File: src/hdl/frontend_pkg.sv
//=============================
// Shared widths, types and defaults for the instruction fetch front end.
// Modules import it in their body and use scoped names in their headers.
//=============================

package frontend_pkg;

   // Address and instruction widths
   localparam int ADDR_W     = 32;
   localparam int INSN_BYTES = 4;

   typedef logic [ADDR_W-1:0] addr_t;
   typedef logic [31:0]       insn_t;

   // 2-bit saturating branch counter
   typedef enum logic [1:0]
   {
      strong_nt = 2'd0,
      weak_nt   = 2'd1,
      weak_t    = 2'd2,
      strong_t  = 2'd3
   } ctr_e;

   // Bus master states
   typedef enum logic
   {
      idle = 1'b0,
      busy = 1'b1
   } fetch_state_e;

   // Defaults picked up by the top level
   localparam addr_t DEF_PC_RST      = 32'h0000_1000;
   localparam int    DEF_IQ_DEPTH    = 4;
   localparam int    DEF_BTB_ENTRIES = 16;

endpackage

File: src/hdl/btb_upd_if.sv
//=============================
// Resolved branch updates from execute toward the predictor.
//=============================
`timescale 1ns/1ps

interface btb_upd_if;
   import frontend_pkg::*;

   logic  valid;
   // Address of the resolved branch
   addr_t pc;
   logic  taken;
   // Actual target, meaningful when taken
   addr_t tgt;

   modport sink (input valid, input pc, input taken, input tgt);

endinterface

File: src/hdl/fetch_push_if.sv
//=============================
// Fetched instruction handoff from the bus master into the queue.
// Fetch side uses src, queue side uses dst.
//=============================
`timescale 1ns/1ps

interface fetch_push_if;
   import frontend_pkg::*;

   logic  valid;
   addr_t pc;
   insn_t insn;
   logic  pred_taken;
   // Queue has room for one more entry
   logic  ready;

   modport src (output valid, output pc, output insn, output pred_taken, input ready);

   modport dst (input valid, input pc, input insn, input pred_taken, output ready);

endinterface

File: src/hdl/btb_predictor.sv
//=============================
// Direct-mapped branch target buffer with 2-bit counters.
// Lookup is combinational on pc, training comes from execute.
//=============================
`timescale 1ns/1ps

module btb_predictor
#(
   parameter int                       BTB_ENTRIES = frontend_pkg::DEF_BTB_ENTRIES
)
(
   input  logic                        clk,
   input  logic                        arst_n,
   input  frontend_pkg::addr_t         pc,
   btb_upd_if.sink                     upd,
   output logic                        pred_taken,
   output frontend_pkg::addr_t         pred_tgt
);
   import frontend_pkg::*;

   localparam int OFF_W = $clog2(INSN_BYTES);
   localparam int IDX_W = $clog2(BTB_ENTRIES);
   localparam int TAG_W = ADDR_W - IDX_W - OFF_W;

   logic [BTB_ENTRIES-1:0] valid_q;
   logic [TAG_W-1:0]       tag_q [BTB_ENTRIES];
   addr_t                  tgt_q [BTB_ENTRIES];
   ctr_e                   ctr_q [BTB_ENTRIES];

   logic [IDX_W-1:0] rd_idx;
   logic [IDX_W-1:0] wr_idx;
   logic [TAG_W-1:0] rd_tag;
   logic [TAG_W-1:0] wr_tag;
   logic             rd_hit;
   logic             wr_hit;
   logic             wr_alloc;

   function automatic ctr_e ctr_step(input ctr_e cur, input logic up);
      ctr_e nxt;
      case (cur)
         strong_nt: nxt = up ? weak_nt : strong_nt;
         weak_nt:   nxt = up ? weak_t : strong_nt;
         weak_t:    nxt = up ? strong_t : weak_nt;
         default:   nxt = up ? strong_t : weak_t;
      endcase
      return nxt;
   endfunction

   // Word address low bits pick the entry
   assign rd_idx = pc[OFF_W +: IDX_W];
   assign rd_tag = pc[ADDR_W-1 -: TAG_W];
   assign wr_idx = upd.pc[OFF_W +: IDX_W];
   assign wr_tag = upd.pc[ADDR_W-1 -: TAG_W];

   assign rd_hit = valid_q[rd_idx] && (tag_q[rd_idx] == rd_tag);
   assign wr_hit = valid_q[wr_idx] && (tag_q[wr_idx] == wr_tag);

   assign pred_taken = rd_hit && (ctr_q[rd_idx] == weak_t || ctr_q[rd_idx] == strong_t);
   assign pred_tgt   = tgt_q[rd_idx];

   // Only taken branches earn an entry
   assign wr_alloc = upd.valid && !wr_hit && upd.taken;

   always_ff @(posedge clk or negedge arst_n)
   begin
      if (!arst_n)
         valid_q <= '0;
      else if (wr_alloc)
         valid_q[wr_idx] <= 1'b1;
   end

   always_ff @(posedge clk)
   begin
      if (upd.valid && wr_hit)
      begin
         ctr_q[wr_idx] <= ctr_step(ctr_q[wr_idx], upd.taken);
         if (upd.taken)
            tgt_q[wr_idx] <= upd.tgt;
      end
      else if (wr_alloc)
      begin
         tag_q[wr_idx] <= wr_tag;
         tgt_q[wr_idx] <= upd.tgt;
         ctr_q[wr_idx] <= weak_t;
      end
   end

endmodule

File: src/hdl/frontend.sv
//=============================
// Instruction fetch front end top level.
// PC, predictor, Wishbone fetch and decode queue.
//=============================
`timescale 1ns/1ps

module frontend
#(
   parameter frontend_pkg::addr_t      PC_RST      = frontend_pkg::DEF_PC_RST,
   parameter int                       IQ_DEPTH    = frontend_pkg::DEF_IQ_DEPTH,
   parameter int                       BTB_ENTRIES = frontend_pkg::DEF_BTB_ENTRIES
)
(
   input  logic                        clk,
   input  logic                        arst_n,
   input  logic                        flush,
   input  frontend_pkg::addr_t         flush_tgt,
   // Decode
   output logic                        id_valid,
   input  logic                        id_pop,
   output frontend_pkg::insn_t         id_insn,
   output frontend_pkg::addr_t         id_pc,
   output logic                        id_pred_taken,
   // Branch resolution from execute
   input  logic                        bpu_wb,
   input  frontend_pkg::addr_t         bpu_wb_pc,
   input  logic                        bpu_wb_taken,
   input  frontend_pkg::addr_t         bpu_wb_tgt,
   // Wishbone
   output logic                        ibus_cyc,
   output logic                        ibus_stb,
   output frontend_pkg::addr_t         ibus_adr,
   input  logic                        ibus_ack,
   input  frontend_pkg::insn_t         ibus_dat
);
   import frontend_pkg::*;

   addr_t pc;
   addr_t pred_tgt;
   logic  pred_taken;
   logic  fetch_done;

   fetch_push_if push_if ();
   btb_upd_if    upd_if ();

   assign upd_if.valid = bpu_wb;
   assign upd_if.pc    = bpu_wb_pc;
   assign upd_if.taken = bpu_wb_taken;
   assign upd_if.tgt   = bpu_wb_tgt;

   npc_gen #(.PC_RST(PC_RST)) npc_i
   (
      .clk        (clk),
      .arst_n     (arst_n),
      .flush      (flush),
      .flush_tgt  (flush_tgt),
      .fetch_done (fetch_done),
      .pred_taken (pred_taken),
      .pred_tgt   (pred_tgt),
      .pc         (pc)
   );

   btb_predictor #(.BTB_ENTRIES(BTB_ENTRIES)) btb_i
   (
      .clk        (clk),
      .arst_n     (arst_n),
      .pc         (pc),
      .upd        (upd_if.sink),
      .pred_taken (pred_taken),
      .pred_tgt   (pred_tgt)
   );

   ibus_fetch fetch_i
   (
      .clk        (clk),
      .arst_n     (arst_n),
      .flush      (flush),
      .pc         (pc),
      .pred_taken (pred_taken),
      .pred_tgt   (pred_tgt),
      .ibus_ack   (ibus_ack),
      .ibus_dat   (ibus_dat),
      .fetch_done (fetch_done),
      .ibus_cyc   (ibus_cyc),
      .ibus_stb   (ibus_stb),
      .ibus_adr   (ibus_adr),
      .push       (push_if.src)
   );

   insn_queue #(.IQ_DEPTH(IQ_DEPTH)) iq_i
   (
      .clk           (clk),
      .arst_n        (arst_n),
      .flush         (flush),
      .push          (push_if.dst),
      .id_pop        (id_pop),
      .id_valid      (id_valid),
      .id_insn       (id_insn),
      .id_pc         (id_pc),
      .id_pred_taken (id_pred_taken)
   );

endmodule

File: src/hdl/ibus_fetch.sv
//=============================
// Wishbone classic read master, one instruction per bus cycle.
// Ack data goes straight into the queue in the same cycle.
//=============================
`timescale 1ns/1ps

module ibus_fetch
(
   input  logic                        clk,
   input  logic                        arst_n,
   input  logic                        flush,
   input  frontend_pkg::addr_t         pc,
   input  logic                        pred_taken,
   input  frontend_pkg::addr_t         pred_tgt,
   input  logic                        ibus_ack,
   input  frontend_pkg::insn_t         ibus_dat,
   output logic                        fetch_done,
   output logic                        ibus_cyc,
   output logic                        ibus_stb,
   output frontend_pkg::addr_t         ibus_adr,
   fetch_push_if.src                   push
);
   import frontend_pkg::*;

   localparam int OFF_W = $clog2(INSN_BYTES);

   fetch_state_e state_q;
   logic         kill_q;
   addr_t        adr_q;
   logic         start;
   logic         accept;

   // Start only with a free queue slot so the ack always has room
   assign start  = (state_q == idle) && push.ready && !flush;
   assign accept = (state_q == busy) && ibus_ack && !kill_q && !flush;

   always_ff @(posedge clk or negedge arst_n)
   begin
      if (!arst_n)
      begin
         state_q <= idle;
         kill_q  <= 1'b0;
      end
      else if (state_q == idle)
      begin
         if (start)
         begin
            state_q <= busy;
            kill_q  <= 1'b0;
         end
      end
      else if (ibus_ack)
      begin
         state_q <= idle;
         kill_q  <= 1'b0;
      end
      else if (flush)
      begin
         // Data of this cycle is stale
         kill_q <= 1'b1;
      end
   end

   always_ff @(posedge clk)
   begin
      if (start)
         adr_q <= {pc[ADDR_W-1:OFF_W], {OFF_W{1'b0}}};
   end

   assign ibus_cyc = (state_q == busy);
   assign ibus_stb = (state_q == busy);
   assign ibus_adr = adr_q;

   assign push.valid      = accept;
   assign push.pc         = adr_q;
   assign push.insn       = ibus_dat;
   assign push.pred_taken = pred_taken;

   assign fetch_done = accept;

endmodule

File: src/hdl/insn_queue.sv
//=============================
// Prefetch FIFO between fetch and decode.
// Pop frees a slot at the same edge, flush empties it.
//=============================
`timescale 1ns/1ps

module insn_queue
#(
   parameter int                       IQ_DEPTH = frontend_pkg::DEF_IQ_DEPTH
)
(
   input  logic                        clk,
   input  logic                        arst_n,
   input  logic                        flush,
   fetch_push_if.dst                   push,
   input  logic                        id_pop,
   output logic                        id_valid,
   output frontend_pkg::insn_t         id_insn,
   output frontend_pkg::addr_t         id_pc,
   output logic                        id_pred_taken
);
   import frontend_pkg::*;

   localparam int PW = $clog2(IQ_DEPTH);

   addr_t pc_mem   [IQ_DEPTH];
   insn_t insn_mem [IQ_DEPTH];
   logic  pt_mem   [IQ_DEPTH];

   logic [PW-1:0] wr_ptr;
   logic [PW-1:0] rd_ptr;
   logic [PW:0]   count;
   logic          do_push;
   logic          do_pop;

   assign push.ready = (count < (PW+1)'(IQ_DEPTH));
   assign id_valid   = (count != '0);

   // Flush beats both push and pop
   assign do_push = push.valid && push.ready && !flush;
   assign do_pop  = id_valid && id_pop && !flush;

   always_ff @(posedge clk or negedge arst_n)
   begin
      if (!arst_n)
      begin
         wr_ptr <= '0;
         rd_ptr <= '0;
         count  <= '0;
      end
      else if (flush)
      begin
         wr_ptr <= '0;
         rd_ptr <= '0;
         count  <= '0;
      end
      else
      begin
         if (do_push)
            wr_ptr <= wr_ptr + PW'(1);
         if (do_pop)
            rd_ptr <= rd_ptr + PW'(1);
         if (do_push && !do_pop)
            count <= count + 1'b1;
         else if (do_pop && !do_push)
            count <= count - 1'b1;
      end
   end

   always_ff @(posedge clk)
   begin
      if (do_push)
      begin
         pc_mem[wr_ptr]   <= push.pc;
         insn_mem[wr_ptr] <= push.insn;
         pt_mem[wr_ptr]   <= push.pred_taken;
      end
   end

   // Head of queue
   assign id_pc         = pc_mem[rd_ptr];
   assign id_insn       = insn_mem[rd_ptr];
   assign id_pred_taken = pt_mem[rd_ptr];

endmodule

File: src/hdl/npc_gen.sv
//=============================
// Program counter register and next PC selection.
// Flush has priority over a completed fetch.
//=============================
`timescale 1ns/1ps

module npc_gen
#(
   parameter frontend_pkg::addr_t      PC_RST = frontend_pkg::DEF_PC_RST
)
(
   input  logic                        clk,
   input  logic                        arst_n,
   input  logic                        flush,
   input  frontend_pkg::addr_t         flush_tgt,
   input  logic                        fetch_done,
   input  logic                        pred_taken,
   input  frontend_pkg::addr_t         pred_tgt,
   output frontend_pkg::addr_t         pc
);
   import frontend_pkg::*;

   addr_t pc_nxt;

   // Redirect or step
   always_comb
   begin
      pc_nxt = pc;
      if (flush)
      begin
         pc_nxt = flush_tgt;
      end
      else if (fetch_done)
      begin
         if (pred_taken)
            pc_nxt = pred_tgt;
         else
            pc_nxt = pc + addr_t'(INSN_BYTES);
      end
   end

   always_ff @(posedge clk or negedge arst_n)
   begin
      if (!arst_n)
         pc <= PC_RST;
      else
         pc <= pc_nxt;
   end

endmodule

File: config.mk
export PLATFORM = sky130hd
export DESIGN_NAME = frontend
export DESIGN_NICKNAME = d
export VERILOG_FILES = /design/src/hdl/frontend_pkg.sv /design/src/hdl/btb_upd_if.sv /design/src/hdl/fetch_push_if.sv /design/src/hdl/btb_predictor.sv /design/src/hdl/frontend.sv /design/src/hdl/ibus_fetch.sv /design/src/hdl/insn_queue.sv /design/src/hdl/npc_gen.sv
export SDC_FILE = /design/constraint.sdc
export NUM_CORES = 1
export LEC_CHECK = 0
export ABC_AREA = 1
export ABC_CLOCK_PERIOD_IN_PS = 10730
export BUFFER_PORTS_ARGS = -buffer_cell sky130_fd_sc_hd__buf_2
export CAP_MARGIN = 25
export CORE_ASPECT_RATIO = 0.8
export CORE_MARGIN = 4
export CORE_UTILIZATION = 30
export CTS_CLUSTER_SIZE = 16
export DETAILED_ROUTE_END_ITERATION = 10
export PLACE_DENSITY_LB_ADDON = 0.05
export SLEW_MARGIN = 40
export SYNTH_ARGS = -nofsm -noshare
export SYNTH_HDL_FRONTEND = slang
export SYNTH_HIERARCHICAL = 1
export SYNTH_SLANG_ARGS = --single-unit
File: constraint.sdc
create_clock -name clk -period 10.73 [get_ports clk]
set_input_delay 1.073 -clock clk [delete_from_list [all_inputs] [get_ports clk]]
set_output_delay 1.073 -clock clk [all_outputs]
set_load 0.03 [all_outputs]
==> results by group <==
Setup path
  – Setup crit end kind: register
  – Worst r2r src: npc_i/pc[2]
  – Worst EP required: 11.14 ns
  – Crit path launch type: primary input
  – CP Max Fanout: 60
  – Reg2reg setup slack: 5.26 ns
  – Reg-to-Reg End: npc_i/pc[5]
  – Crit. Startpoint: bpu_wb_pc[2]
  – CP Class: primary input to register
  – Worst EP arrival: 6.48 ns
  – Cells on worst reg2reg path: 20

STA
  – Fin. Hold Viols: 0
  – Worst hold slack: 0.400 ns
  – Worst-Margin Slew: 0.893 ns
  – Sum Neg Setup Slack: 0 ns
  – Max Slew Vio Count: 0
  – Crit path time final: 6.07 ns
  – Final Cycle Share: 0.566
  – Fmax: 165 MHz
  – Setup violators final: 0
  – RSZ-0062 raised after global routing: no
  – Slew headroom: 0.401
  – Clock skew: 0.0319 ns

Global routing
  – Grt ovf: 0
  – Initial antenna violation count: 21
  – Met2 capacity usage during global routing: 0.313
  – First-pass GRT wire length: 286 mm
  – Met3 Track Usage GR: 0.0310
  – Total GRT Usage: 0.199
  – Largest net degree at the start of global routing: 147
  – Global route hottest layer: met2
  – Vias in the first global route: 38300
  – GRT met1 Usage: 0.290

Place
  – Post-Place Cell Area: 60300 um2
  – Port-buffer cells: 226
  – Post-DP HPWL: 109 mm
  – Global placer's final weighted congestion: 0.756

Route
  – Aggregate routed wire length: 201 mm
  – 1st-iter DRT viols: 3285
  – Vias per inst: 4.97
  – Detailed-route via count: 39500
  – DRC: 0
  – Post-route antenna net violation count: 0
  – Routed len/inst: 25.2 um
  – First-pass DRT Iterations: 5

Cells and area
  – Final Core Density: 0.348
  – Area growth from synthesis to layout: 14.7%
  – Post-route cell area: 65500 um2
  – Layout Nets: 5452
  – Fraction of layout cells with a size suffix above 1: 0.137

Clocking
  – Cts bufs inserted: 149
  – Hold-fix buffers, CTS: 0
  – H-Tree Depth: 4
  – Clk root buf: clkbuf_16
  – Clock-pin slew on the worst setup and hold paths: 0.06 ns
  – Cts repair resizes: 0
  – CTS tree: built
  – Post-CTS Setup Bufs: 0
  – Clk_lat worst skew: 0.80 ns
  – CTS sink count: 1273
  – Clock buffer depth: 3

Pwr
  – Leak Pwr: 23.3 nW
  – Worst IR Drop VDD: 0.123 mV
  – Power Density: 221 nW/um2
  – Overall power: 14.5 mW

Floorplanning
  – Die extent in x: 496 um
  – Core area: 188000 um2
  – Top-Level Pins: 235
  – Chip height: 398 um
  – Initial core utilization: 0.303
  – Row cnt: 142
  – Die area: 197000 um2

Worst hold path
  – Hold Path Class: primary input to asynchronous set/reset pin

Run status
  – Run status: finished, final reports clean

Synth
  – Mapped Area: 57100 um2
  – Mapped Avg Cell Area: 10.9 um2
  – Post-synthesis cell count: 5246
  – Warnings from Yosys: 6

Run
  – Max_cap viols: 0
[per-stage QoR]
| stage | instances | setup WS [ns] |
|---|---|---|
| after floorplan | 5249 | 5.70 |
| after global placement | 7674 | 3.82 |
| after detailed placement | 7677 | 3.83 |
| after CTS | 7954 | 4.66 |
| after global routing | 7958 | 4.32 |
| final | 7963 | 4.66 |
[cells in the final DEF, fill, tap and decap left out, types with 7 or more instances in the layout]
| cell | count |
|---|---|
| nand2_1 | 1216 |
| o22ai_1 | 75 |
| nor3_1 | 10 |
| clkbuf_16 | 154 |
| nand2_2 | 20 |
| o21ai_0 | 610 |
| nor2_1 | 691 |
| clkinv_1 | 29 |
| clkbuf_1 | 27 |
| a21o_1 | 9 |
| inv_2 | 13 |
| nand3_1 | 171 |
| inv_1 | 148 |
| bufinv_16 | 18 |
| dfrtp_1 | 48 |
| o21ai_1 | 47 |
| edfxtp_1 | 1218 |
| a21oi_1 | 89 |
| o21bai_1 | 11 |
| o211ai_1 | 99 |
| nor2_2 | 14 |
| xnor2_1 | 7 |
| buf_12 | 9 |
| o221ai_1 | 110 |
| a22oi_1 | 22 |
| nor2_4 | 78 |
| buf_2 | 224 |
| buf_4 | 78 |
| clkinv_2 | 30 |
| a31oi_1 | 21 |
| o22ai_2 | 36 |
| nand4_1 | 9 |
[registers in the layout, summed over array words and instances, names as in the netlist, 2 cells and up]
| register | count |
|---|---|
| btb_i/tag_q | 416 |
| iq_i/rd_ptr | 2 |
| iq_i/insn_mem | 128 |
| btb_i/tgt_q | 480 |
| iq_i/pc_mem | 128 |
| iq_i/count | 3 |
| iq_i/wr_ptr | 2 |
| iq_i/pt_mem | 4 |
| btb_i/valid_q | 16 |
| fetch_i/ibus_adr | 30 |
| btb_i/ctr_q | 32 |
| npc_i/pc | 30 |
[how the worst max path moves through the flow]
stage / cells after the start / end
after floorplan: 7 / iq_i/insn_mem[0][0]
after global placement: 21 / btb_i/tag_q[4][10]
after detailed placement: 21 / btb_i/tag_q[4][10]
after CTS: 21 / btb_i/tag_q[4][3]
after global routing: 22 / btb_i/tag_q[4][3]
final: 22 / btb_i/tag_q[4][3]
[power breakdown]
group	internal [mW]	switching (mW)
Sequential	5.64	0.239
Clock	3.12	2.19
Combinational	0.845	2.45
Total	9.61	4.89
[layer usage]
metal	share of wire	up-vias	routed length, um
met1	0.48	19700	96600
met5	0.00017	-	34
met2	0.45	952	91100
met3	0.045	294	8960
li1	-	18600	-
met4	0.019	4	3880
[worst max-delay path, stage by stage]
cell,delay [ns]
buf_4,0.16
buf_4,0.26
inv_6,0.36
buf_16,0.29
buf_4,0.68
nand2_1,0.10
nand2_1,0.09
nand2_1,0.05
nand2_1,0.09
nand2_1,0.05
nand2_1,0.10
nor2_1,0.08
nor2_1,0.25
nor2_1,0.10
nand2_1,0.06
nor2_1,0.03
nand2_1,0.20
nor2_1,0.08
nand2_2,0.40
nand2_1,0.54
nor2_4,0.70
buf_4,0.51
[area by class of cell]
| class | instances | area [um2] |
|---|---|---|
| Timing Repair Buffer | 319 | 2010 |
| Tap cell | 2520 | 3150 |
| Sequential cell | 1273 | 38000 |
| Clock buffer | 187 | 4040 |
| Inverter | 172 | 679 |
| Clock inverter | 90 | 1050 |
| Multi-Input combinational cell | 3396 | 16600 |
| Fill cell | 18800 | 123000 |
| Antenna cell | 6 | 15.0 |
Power figures use the tool's default switching activity.
